### src/offload_pkg.sv
// Shared widths, operation encodings and payload structs
// for the accelerator offload complex
package offload_pkg;

  localparam int DataWidth = 32;
  localparam int IdWidth   = 5;

  typedef logic [IdWidth-1:0] id_t;

  // Unit select carried in each request
  typedef enum logic {
    UnitMul = 1'b0,
    UnitBit = 1'b1
  } unit_e;

  typedef enum logic [1:0] {
    MulLo   = 2'd0,
    MulHiSS = 2'd1,
    MulHiSU = 2'd2,
    MulHiUU = 2'd3
  } mul_op_e;

  // Code 3 is left undefined and answered with an error
  typedef enum logic [1:0] {
    BitClz  = 2'd0,
    BitCpop = 2'd1,
    BitRol  = 2'd2
  } bit_op_e;

  // ------------------------------------------------------------
  // Stream payloads
  // ------------------------------------------------------------
  typedef struct packed {
    unit_e                unit;
    logic [1:0]           op;
    id_t                  id;
    logic [DataWidth-1:0] arga;
    logic [DataWidth-1:0] argb;
  } acc_req_t;

  typedef struct packed {
    id_t                  id;
    logic [DataWidth-1:0] data;
    logic                 error;
  } acc_resp_t;

endpackage

### src/bitmanip_unit.sv
// Single-stage bit-manipulation unit with leading-zero count,
// population count and rotate left
`timescale 1ns/1ps

module bitmanip_unit (
  input  logic                   clk_i,
  input  logic                   rst_i,
  input  logic                   req_valid_i,
  output logic                   req_ready_o,
  input  offload_pkg::acc_req_t  req_i,
  output logic                   resp_valid_o,
  input  logic                   resp_ready_i,
  output offload_pkg::acc_resp_t resp_o
);
  import offload_pkg::*;

  localparam int ShWidth  = $clog2(DataWidth);
  localparam int CntWidth = ShWidth + 1;

  logic                   out_valid_q;
  id_t                    out_id_q;
  logic [DataWidth-1:0]   out_data_q;
  logic                   out_error_q;

  logic [CntWidth-1:0]    clz_cnt;
  logic [CntWidth-1:0]    cpop_cnt;
  logic [2*DataWidth-1:0] rol_wide;
  logic [DataWidth-1:0]   res_data;
  logic                   res_error;

  always_comb begin
    // Highest set bit wins, all zero gives the full width
    clz_cnt  = CntWidth'(DataWidth);
    cpop_cnt = '0;
    for (int i = 0; i < DataWidth; i++) begin
      if (req_i.arga[i]) begin
        clz_cnt = CntWidth'(DataWidth - 1 - i);
      end
      cpop_cnt = cpop_cnt + CntWidth'(req_i.arga[i]);
    end
  end

  // Upper half of the doubled word is the rotated operand
  assign rol_wide = {req_i.arga, req_i.arga} << req_i.argb[ShWidth-1:0];

  always_comb begin
    res_error = 1'b0;
    case (req_i.op)
      BitClz:  res_data = DataWidth'(clz_cnt);
      BitCpop: res_data = DataWidth'(cpop_cnt);
      BitRol:  res_data = rol_wide[2*DataWidth-1:DataWidth];
      default: begin
        res_data  = '0;
        res_error = 1'b1;
      end
    endcase
  end

  assign req_ready_o = !out_valid_q || resp_ready_i;

  always_ff @(posedge clk_i or posedge rst_i) begin
    if (rst_i) begin
      out_valid_q <= 1'b0;
    end else if (req_ready_o) begin
      out_valid_q <= req_valid_i;
    end
  end

  always_ff @(posedge clk_i) begin
    if (req_valid_i && req_ready_o) begin
      out_id_q    <= req_i.id;
      out_data_q  <= res_data;
      out_error_q <= res_error;
    end
  end

  assign resp_valid_o = out_valid_q;
  assign resp_o.id    = out_id_q;
  assign resp_o.data  = out_data_q;
  assign resp_o.error = out_error_q;

endmodule

### src/mul_unit.sv
// Two-stage pipelined 32x32 multiplier returning the low word
// or one of the signed, mixed or unsigned high words
`timescale 1ns/1ps

module mul_unit (
  input  logic                   clk_i,
  input  logic                   rst_i,
  input  logic                   req_valid_i,
  output logic                   req_ready_o,
  input  offload_pkg::acc_req_t  req_i,
  output logic                   resp_valid_o,
  input  logic                   resp_ready_i,
  output offload_pkg::acc_resp_t resp_o
);
  import offload_pkg::*;

  // Stage one holds sign-extended operands
  logic                 s1_valid_q;
  id_t                  s1_id_q;
  logic                 s1_hi_q;
  logic [DataWidth:0]   s1_a_q;
  logic [DataWidth:0]   s1_b_q;
  // Stage two holds the full product
  logic                 s2_valid_q;
  id_t                  s2_id_q;
  logic                 s2_hi_q;
  logic [2*DataWidth-1:0] s2_prod_q;

  logic                 a_signed;
  logic                 b_signed;
  logic                 s1_ready;
  logic                 s2_ready;
  logic signed [2*DataWidth+1:0] prod_full;

  assign a_signed = (req_i.op == MulHiSS) || (req_i.op == MulHiSU);
  assign b_signed = (req_i.op == MulHiSS);

  // A stage advances when the next one is empty or moving
  assign s2_ready    = !s2_valid_q || resp_ready_i;
  assign s1_ready    = !s1_valid_q || s2_ready;
  assign req_ready_o = s1_ready;

  always_ff @(posedge clk_i or posedge rst_i) begin
    if (rst_i) begin
      s1_valid_q <= 1'b0;
      s2_valid_q <= 1'b0;
    end else begin
      if (s1_ready) begin
        s1_valid_q <= req_valid_i;
      end
      if (s2_ready) begin
        s2_valid_q <= s1_valid_q;
      end
    end
  end

  assign prod_full = $signed(s1_a_q) * $signed(s1_b_q);

  always_ff @(posedge clk_i) begin
    if (req_valid_i && s1_ready) begin
      s1_id_q <= req_i.id;
      s1_hi_q <= (req_i.op != MulLo);
      s1_a_q  <= {a_signed & req_i.arga[DataWidth-1], req_i.arga};
      s1_b_q  <= {b_signed & req_i.argb[DataWidth-1], req_i.argb};
    end
    if (s1_valid_q && s2_ready) begin
      s2_id_q   <= s1_id_q;
      s2_hi_q   <= s1_hi_q;
      s2_prod_q <= prod_full[2*DataWidth-1:0];
    end
  end

  assign resp_valid_o = s2_valid_q;
  assign resp_o.id    = s2_id_q;
  assign resp_o.data  = s2_hi_q ? s2_prod_q[2*DataWidth-1:DataWidth] : s2_prod_q[DataWidth-1:0];
  assign resp_o.error = 1'b0;

  // A stalled result must survive until it is taken
  a_s2_hold : assert property (@(posedge clk_i) disable iff (rst_i)
    s2_valid_q && !resp_ready_i |=> s2_valid_q && $stable({s2_id_q, s2_hi_q, s2_prod_q}));

endmodule

### src/offload_complex.sv
// Offload complex top level with request and response cuts,
// unit steering, multiply and bit units and the response merge
`timescale 1ns/1ps

module offload_complex #(
  parameter bit RegisterReq  = 1'b1,
  parameter bit RegisterResp = 1'b1
) (
  input  logic                clk_i,
  input  logic                rst_i,
  input  logic                req_valid_i,
  output logic                req_ready_o,
  input  offload_pkg::unit_e  req_unit_i,
  input  logic [1:0]          req_op_i,
  input  offload_pkg::id_t    req_id_i,
  input  logic [31:0]         req_arga_i,
  input  logic [31:0]         req_argb_i,
  output logic                resp_valid_o,
  input  logic                resp_ready_i,
  output offload_pkg::id_t    resp_id_o,
  output logic [31:0]         resp_data_o,
  output logic                resp_error_o
);
  import offload_pkg::*;

  acc_req_t  req_d;
  acc_req_t  req_q;
  logic      req_q_valid;
  logic      req_q_ready;

  logic      mul_req_valid;
  logic      mul_req_ready;
  logic      bit_req_valid;
  logic      bit_req_ready;

  acc_resp_t mul_resp;
  logic      mul_resp_valid;
  logic      mul_resp_ready;
  acc_resp_t bit_resp;
  logic      bit_resp_valid;
  logic      bit_resp_ready;

  acc_resp_t arb_resp;
  logic      arb_resp_valid;
  logic      arb_resp_ready;
  acc_resp_t resp_q;

  assign req_d.unit = req_unit_i;
  assign req_d.op   = req_op_i;
  assign req_d.id   = req_id_i;
  assign req_d.arga = req_arga_i;
  assign req_d.argb = req_argb_i;

  // ------------------------------------------------------------
  // Request cut and steering
  // ------------------------------------------------------------
  spill_register #(
    .T      ( acc_req_t    ),
    .Bypass ( !RegisterReq )
  ) u_req_cut (
    .clk_i   ( clk_i       ),
    .rst_i   ( rst_i       ),
    .valid_i ( req_valid_i ),
    .ready_o ( req_ready_o ),
    .data_i  ( req_d       ),
    .valid_o ( req_q_valid ),
    .ready_i ( req_q_ready ),
    .data_o  ( req_q       )
  );

  // Valid goes only to the selected unit, both see the payload
  assign mul_req_valid = req_q_valid && (req_q.unit == UnitMul);
  assign bit_req_valid = req_q_valid && (req_q.unit == UnitBit);
  assign req_q_ready   = (req_q.unit == UnitMul) ? mul_req_ready : bit_req_ready;

  mul_unit u_mul_unit (
    .clk_i        ( clk_i          ),
    .rst_i        ( rst_i          ),
    .req_valid_i  ( mul_req_valid  ),
    .req_ready_o  ( mul_req_ready  ),
    .req_i        ( req_q          ),
    .resp_valid_o ( mul_resp_valid ),
    .resp_ready_i ( mul_resp_ready ),
    .resp_o       ( mul_resp       )
  );

  bitmanip_unit u_bitmanip_unit (
    .clk_i        ( clk_i          ),
    .rst_i        ( rst_i          ),
    .req_valid_i  ( bit_req_valid  ),
    .req_ready_o  ( bit_req_ready  ),
    .req_i        ( req_q          ),
    .resp_valid_o ( bit_resp_valid ),
    .resp_ready_i ( bit_resp_ready ),
    .resp_o       ( bit_resp       )
  );

  // ------------------------------------------------------------
  // Response merge and cut
  // ------------------------------------------------------------
  resp_arbiter u_resp_arbiter (
    .clk_i        ( clk_i          ),
    .rst_i        ( rst_i          ),
    .mul_valid_i  ( mul_resp_valid ),
    .mul_ready_o  ( mul_resp_ready ),
    .mul_resp_i   ( mul_resp       ),
    .bit_valid_i  ( bit_resp_valid ),
    .bit_ready_o  ( bit_resp_ready ),
    .bit_resp_i   ( bit_resp       ),
    .resp_valid_o ( arb_resp_valid ),
    .resp_ready_i ( arb_resp_ready ),
    .resp_o       ( arb_resp       )
  );

  spill_register #(
    .T      ( acc_resp_t    ),
    .Bypass ( !RegisterResp )
  ) u_resp_cut (
    .clk_i   ( clk_i          ),
    .rst_i   ( rst_i          ),
    .valid_i ( arb_resp_valid ),
    .ready_o ( arb_resp_ready ),
    .data_i  ( arb_resp       ),
    .valid_o ( resp_valid_o   ),
    .ready_i ( resp_ready_i   ),
    .data_o  ( resp_q         )
  );

  assign resp_id_o    = resp_q.id;
  assign resp_data_o  = resp_q.data;
  assign resp_error_o = resp_q.error;

endmodule

### src/resp_arbiter.sv
// Round-robin merge of the multiply and bit-manipulation
// response streams, grant held while the output stalls
`timescale 1ns/1ps

module resp_arbiter (
  input  logic                   clk_i,
  input  logic                   rst_i,
  input  logic                   mul_valid_i,
  output logic                   mul_ready_o,
  input  offload_pkg::acc_resp_t mul_resp_i,
  input  logic                   bit_valid_i,
  output logic                   bit_ready_o,
  input  offload_pkg::acc_resp_t bit_resp_i,
  output logic                   resp_valid_o,
  input  logic                   resp_ready_i,
  output offload_pkg::acc_resp_t resp_o
);

  // Last grant, 0 for multiply and 1 for bit unit
  logic last_q;
  logic lock_q;
  logic sel;

  always_comb begin
    if (lock_q) begin
      sel = last_q;
    end else if (mul_valid_i && bit_valid_i) begin
      sel = !last_q;
    end else begin
      sel = bit_valid_i;
    end
  end

  assign resp_valid_o = sel ? bit_valid_i : mul_valid_i;
  assign resp_o       = sel ? bit_resp_i : mul_resp_i;
  assign mul_ready_o  = resp_ready_i && !sel;
  assign bit_ready_o  = resp_ready_i && sel;

  always_ff @(posedge clk_i or posedge rst_i) begin
    if (rst_i) begin
      last_q <= 1'b1;
      lock_q <= 1'b0;
    end else if (resp_valid_o) begin
      last_q <= sel;
      // Keep the grant until the stalled response leaves
      lock_q <= !resp_ready_i;
    end
  end

  // ------------------------------------------------------------
  // Checks
  // ------------------------------------------------------------
  a_one_ready : assert property (@(posedge clk_i) disable iff (rst_i)
    !(mul_ready_o && bit_ready_o));

  a_grant_held : assert property (@(posedge clk_i) disable iff (rst_i)
    resp_valid_o && !resp_ready_i |=> resp_valid_o && $stable(resp_o));

endmodule

### src/spill_register.sv
// Two-entry valid/ready register stage, generic over its payload
// type, with an optional bypass
`timescale 1ns/1ps

module spill_register #(
  parameter type T      = logic,
  parameter bit  Bypass = 1'b0
) (
  input  logic clk_i,
  input  logic rst_i,
  input  logic valid_i,
  output logic ready_o,
  input  T     data_i,
  output logic valid_o,
  input  logic ready_i,
  output T     data_o
);

  if (Bypass) begin : g_bypass
    assign valid_o = valid_i;
    assign ready_o = ready_i;
    assign data_o  = data_i;
  end else begin : g_spill
    logic a_full_q;
    logic b_full_q;
    T     a_data_q;
    T     b_data_q;
    logic a_fill;
    logic a_drain;
    logic b_fill;
    logic b_drain;

    // A takes new input, B catches A when the output stalls
    assign a_fill  = valid_i && ready_o;
    assign a_drain = a_full_q && !b_full_q;
    assign b_fill  = a_drain && !ready_i;
    assign b_drain = b_full_q && ready_i;

    always_ff @(posedge clk_i or posedge rst_i) begin
      if (rst_i) begin
        a_full_q <= 1'b0;
        b_full_q <= 1'b0;
      end else begin
        if (a_fill || a_drain) begin
          a_full_q <= a_fill;
        end
        if (b_fill || b_drain) begin
          b_full_q <= b_fill;
        end
      end
    end

    always_ff @(posedge clk_i) begin
      if (a_fill) begin
        a_data_q <= data_i;
      end
      if (b_fill) begin
        b_data_q <= a_data_q;
      end
    end

    assign ready_o = !a_full_q || !b_full_q;
    assign valid_o = a_full_q || b_full_q;
    // Older entry sits in B whenever B is full
    assign data_o  = b_full_q ? b_data_q : a_data_q;

    a_hold_stable : assert property (@(posedge clk_i) disable iff (rst_i)
      valid_o && !ready_i |=> valid_o && $stable(data_o));
  end

endmodule

### config.mk
export PLATFORM = sky130hd
export DESIGN_NAME = offload_complex
export DESIGN_NICKNAME = d
export VERILOG_FILES = /design/src/offload_pkg.sv /design/src/bitmanip_unit.sv /design/src/mul_unit.sv /design/src/offload_complex.sv /design/src/resp_arbiter.sv /design/src/spill_register.sv
export SDC_FILE = /design/constraint.sdc
export NUM_CORES = 2
export LEC_CHECK = 0
export BUFFER_PORTS_ARGS = -buffer_cell sky130_fd_sc_hd__buf_2
export CAP_MARGIN = 20
export CELL_PAD_IN_SITES_DETAIL_PLACEMENT = 0
export CELL_PAD_IN_SITES_GLOBAL_PLACEMENT = 1
export CORE_MARGIN = 2
export CORE_UTILIZATION = 35
export CTS_CLUSTER_DIAMETER = 50
export DETAILED_ROUTE_END_ITERATION = 10
export GPL_ROUTABILITY_DRIVEN = 1
export PLACE_DENSITY_LB_ADDON = 0.2
export SLEW_MARGIN = 25
export SYNTH_ARGS = -nofsm -noshare
export SYNTH_HDL_FRONTEND = slang
export SYNTH_SLANG_ARGS = --single-unit
### constraint.sdc
create_clock -name clk_i -period 14.65 [get_ports clk_i]
set_clock_uncertainty 0.2 [all_clocks]
set_input_delay 2.1975 -clock clk_i [delete_from_list [all_inputs] [get_ports clk_i]]
set_output_delay 2.1975 -clock clk_i [all_outputs]
set_load 0.01 [all_outputs]
* Yosys cells after proc, flatten, opt, wreduce, memory -nomap -nowiden *
Cells that the tools add are included.

storage, ports and cells
  register bits = 409
  input bits = 76
  output and inout bits = 40
  logic and storage cells = 158

operators by class
  $add $sub $neg = 31
  multiply operators = 1
  equality and inequality tests = 2
  shifts and indexed selects = 1
  muxes and demuxes = 42
  bitwise logic cells = 3
  reduce and logical (&&, ||, !) cells = 43

operators with widths
  cell                                                  count
  two-way mux 6 bit                                     32
  adder 6 x 1 -> 6 bit                                  30
  one-hot mux 32 bit (3 select lines)                   1
  two-way mux 38 bit                                    2
  two-way mux 72 bit                                    1
  multiplier 33 x 33 -> 64 bit                          1
  << shifter 64 x 5 -> 64 bit                           1
  two-way mux 32 bit                                    1
  logical AND 1 bit                                     16
  logical NOT 1 bit                                     12
  logical OR 1 bit                                      12
  two-way mux 1 bit                                     5
  OR reduction 3 bit                                    1
  adder 1 x 1 -> 2 bit                                  1
  AND 1 bit                                             2
  equality test 2 x 1 -> 1 bit (second input constant)  1
  equality test 2 bit (second input constant)           1
  logical NOT 2 bit                                     1
  nonzero test 2 bit                                    1
  inverter 1 bit                                        1

* Longest topological paths before layout *
  word-level depth = 34
  gate-level depth with buffers = 29
  mapped depth without buffers = 27

* By module *
A second synthesis with hierarchy kept.

unflattened totals
  cell total of the unflattened synthesis = 5317
  area, all modules = 57532.7 sq um

by module, submodules not included
  module                       times used  cells each  area each (sq um)  seq. area each (sq um)
  mul_unit                     1           4321        42921.2            4314.1
  spill_register (u_req_cut)   1           234         5353.9             4374.2
  bitmanip_unit                1           446         4832.1             1166.1
  spill_register (u_resp_cut)  1           128         3016.6             2332.2
  resp_arbiter                 1           185         1377.6             51.3
  offload_complex              1           3           31.3               0.0

* Least setup slack after synthesis *
Ideal clock, no wire load.

  path type = flip-flop to flip-flop
  from = reg u_mul_unit.s1_b_q[6]
  to = reg u_mul_unit.s2_prod_q[61], data pin
  library setup time = 262 ps
  arrival = 7412 ps
  data required time = 14188 ps
  setup slack = 6776 ps
  cell stages (with the launch flop) = 26
  buffers on the path = 1
  clock period less this slack = 7874 ps
  cells stage by stage = edfxtp_1 > clkbuf_1 > nand2_1 > inv_1 > fa_1 > inv_1 > fa_1 > fa_1 > inv_1 > fa_1 > fa_1 > fa_1 > fa_1 > inv_1 > fa_1 > inv_1 > ha_1 > and2_1 > o21ai_0 > o21ai_0 > nor4_1 > o22ai_1 > a211o_1 > a211oi_2 > a21oi_1 > xor2_1

between the ends
  word-level cells in the longest chain between the ends = 1

ends and longest elaborated chain
  item                          line            RTL
  from (decl)                   mul_unit.sv:22  logic [DataWidth:0] s1_b_q;
  from (signal assigned)        mul_unit.sv:64  s1_b_q <= {b_signed & req_i.argb[DataWidth-1], req_i.argb};
  multiplier 33 x 33 -> 64 bit  mul_unit.sv:57  assign prod_full = $signed(s1_a_q) * $signed(s1_b_q);
  net u_mul_unit.prod_full[61]  mul_unit.sv:33  logic signed [2*DataWidth+1:0] prod_full;
  to (signal assigned)          mul_unit.sv:69  s2_prod_q <= prod_full[2*DataWidth-1:0];
  to (decl)                     mul_unit.sv:27  logic [2*DataWidth-1:0] s2_prod_q;

The timed path passes the listed nets, and every way through them passes these cells.
A chain may end at the register's enable or synchronous reset.

* Worst setup path after layout *
Ends and elaborated chain as after synthesis.

==> reports/results.ini <==
[outcome]
status=finished, final reports clean

[floorplanning]
initial_core_util=0.352
die-area_um2=162000
rows=146
core_area_um2=158000
die_y_um=403
die_w_um=403
ios=116

[yosys]
ys_seq_area_frac=0.220
synth_area_leaders=fa_1, edfxtp_1, inv_1
postSynthAreaPerCell_um2=10.6
synth_seq_cells=409
syn_nets=6705
yosysMostFrequentCell=fa_1
synthDistinctLibCells=70
netlist_area_um2=55600
synthArstFlopShare=0.0220
synth.cells.most_frequent=fa_1, inv_1, nand2_1, and2_1, edfxtp_1
synthCells=5253
synth_warnings=0
ys.flop_type=edfxtp_1
synth_top_cell_area_share=0.413
synth_edf_count=400
yosys.area.top_type=fa_1

[timing]
timing.setup.tns_ps=0
rsz0062_at_grt=false
worst_pin_slew_ps=1020
slew_violations=0
final-hold-violation-count=0
slew_headroom=0.318
fin_crit_ps=8390
fmax_ghz=0.119
post-route-period-util=0.573
setup_violations=0

[critical_path]
rrSetupSlack_ps=6260
crit_required_ps=14780
startpoint_type=register
critPathArrivalTime_ps=8530
cp-end-kind=register
crit_path_max_fanout=33
criticalPathCategory=register to register

[placed_design]
io_buffers=115
place.gp.congestion=0.850
post-dp-hpwl_um=119000

[drt]
drt_first_pass_iters=6
viasPerCell=4.81
drc=0
wl_per_cell_um=20.7
drt_iter0_markers=2173
detail-route-antenna-nets=0
num_vias=35500
wl_um=152000

[clocking]
ctsResizeCount=0
postCtsHoldBufs=0
cts_setup_buffers=0
clkSlewWorstSetupHoldPaths_ps=60
htree_levels=2
cts_sinks=409
cts_buffer_depth=3
numCtsBuffers=52
clk_latency_ps=600
cts_root_buf=clkbuf_16
cts_tree=built

[layout]
n_antenna_cell=0
syn_to_final_growth_pct=8.47
final-seq-area_um2=12200
multi_input_area_um2=38200
drive_above_1_share=0.0819
fin_nets=6710
fillers=15800

[global_routing]
overflow=0
grt_usage=0.194
grt_pass1_vias=39200
grt_pass1_wl_um=239000
antenna_found_initial=11
grt_max_degree=73

[min_path]
hp-class=register to register

[flow_run]
max_cap_viol_count=0

[worst paths after layout]
| path | to | from | depth (start not counted) |
|---|---|---|---|
| min in group asynchronous | u_resp_cut.g_spill.b_full_q | rst_i | 2 |
| hold reg to reg | u_mul_unit.s2_id_q[4] | u_mul_unit.s1_id_q[4] | 0 |
| hold / removal | u_mul_unit.s2_id_q[4] | u_mul_unit.s1_id_q[4] | 0 |
| setup / recovery | u_mul_unit.s2_prod_q[61] | u_mul_unit.s1_b_q[6] | 25 |
| max in group asynchronous | u_resp_arbiter.last_q | rst_i | 2 |
| setup reg to reg | u_mul_unit.s2_prod_q[61] | u_mul_unit.s1_b_q[6] | 25 |
[critical path, cell delays in order (launching register included)]
cell	delay, ps
edfxtp_1	320
buf_4	410
nand2_1	230
inv_1	130
fa_1	400
inv_1	240
fa_1	590
fa_1	580
inv_1	70
fa_2	850
fa_1	530
fa_1	500
fa_1	490
inv_1	50
fa_1	480
inv_1	40
ha_1	360
and2_1	170
o21ai_0	130
o21ai_0	140
nor4_1	190
o22ai_1	140
a211o_1	340
a211oi_2	270
a21oi_1	120
xor2_1	150
[through the flow]
step | hold slack (ps) | area [µm²] | utilization | setup WS [ps] | instances
after detailed placement | 206 | 58500 | 0.370 | 5900 | 7276
after global routing | 220 | 60400 | 0.382 | 5770 | 7374
after floorplan | 200 | 55600 | - | 6780 | 5253
after CTS | 219 | 60400 | 0.382 | 5890 | 7374
final | 213 | 60400 | 0.382 | 6260 | 7374
after global placement | 200 | 58500 | 0.370 | 5900 | 7275
[cell families (layout without fill, tap and decap cells)]
| kind of cell | after synthesis | in the layout | share of synthesized area |
|---|---|---|---|
| and+or+nand+nor | 1450 | 1450 | 0.128 |
| muxes | 192 | 192 | 0.0408 |
| xor gates and xnor gates | 77 | 77 | 0.0121 |
| adders and majority gates | 1376 | 1376 | 0.464 |
| buffers and inverters | 1395 | 1444 | 0.0954 |
| DFF | 409 | 409 | 0.220 |
| AOI/OAI and AO/OA | 354 | 354 | 0.0395 |
[placed cells by master, fill, tap and decap left out, types with 16 or more instances in the layout]
cell type,synthesis,routed
a211oi_1,16,16
a21o_1,24,24
a21oi_1,138,136
and2_1,561,558
buf_2,6,115
buf_4,0,86
clkbuf_16,0,54
edfxtp_1,400,400
fa_1,1149,1148
ha_1,227,227
inv_1,1132,1131
mux2_2,81,81
mux2i_1,87,85
mux4_2,16,16
nand2_1,632,632
nand2b_1,22,22
nor2_1,145,143
nor2b_1,34,34
o211ai_1,16,16
o21ai_0,60,60
o21ai_1,21,21
xnor2_1,54,54
xor2_1,23,23
[area by class of cell]
class                      count  share of cell area
sequential                   409               0.203
timing repair buffer         202              0.0207
clock buffer                  64              0.0232
tap                         2072              0.0430
inverter                    1144              0.0712
clock inverter                34             0.00703
multi-input combinational   3449               0.632
[registers in the layout (all words and copies together) (netlist names), 5 cells and up]
register and flops:
u_bitmanip_unit.out_id_q 5, u_resp_cut.g_spill.a_data_q 38, u_req_cut.g_spill.b_data_q 72, u_resp_cut.g_spill.b_data_q 38, u_mul_unit.s1_b_q 33, u_req_cut.g_spill.a_data_q 72
u_bitmanip_unit.out_data_q 32, u_mul_unit.s2_prod_q 64, u_mul_unit.s1_id_q 5, u_mul_unit.s2_id_q 5, u_mul_unit.s1_a_q 33
[layer usage]
layer / GRT usage / routed length [µm] / vias up
li1: - / - / 15900
met1: 0.265 / 67700 / 18800
met2: 0.335 / 76000 / 664
met3: 0.0216 / 5720 / 155
met4: 0.0371 / 3010 / 0
met5: 0 / 0 / -
Power is not shown: default switching activity piles up to over one toggle a cycle in this logic, so the estimate is an artifact.
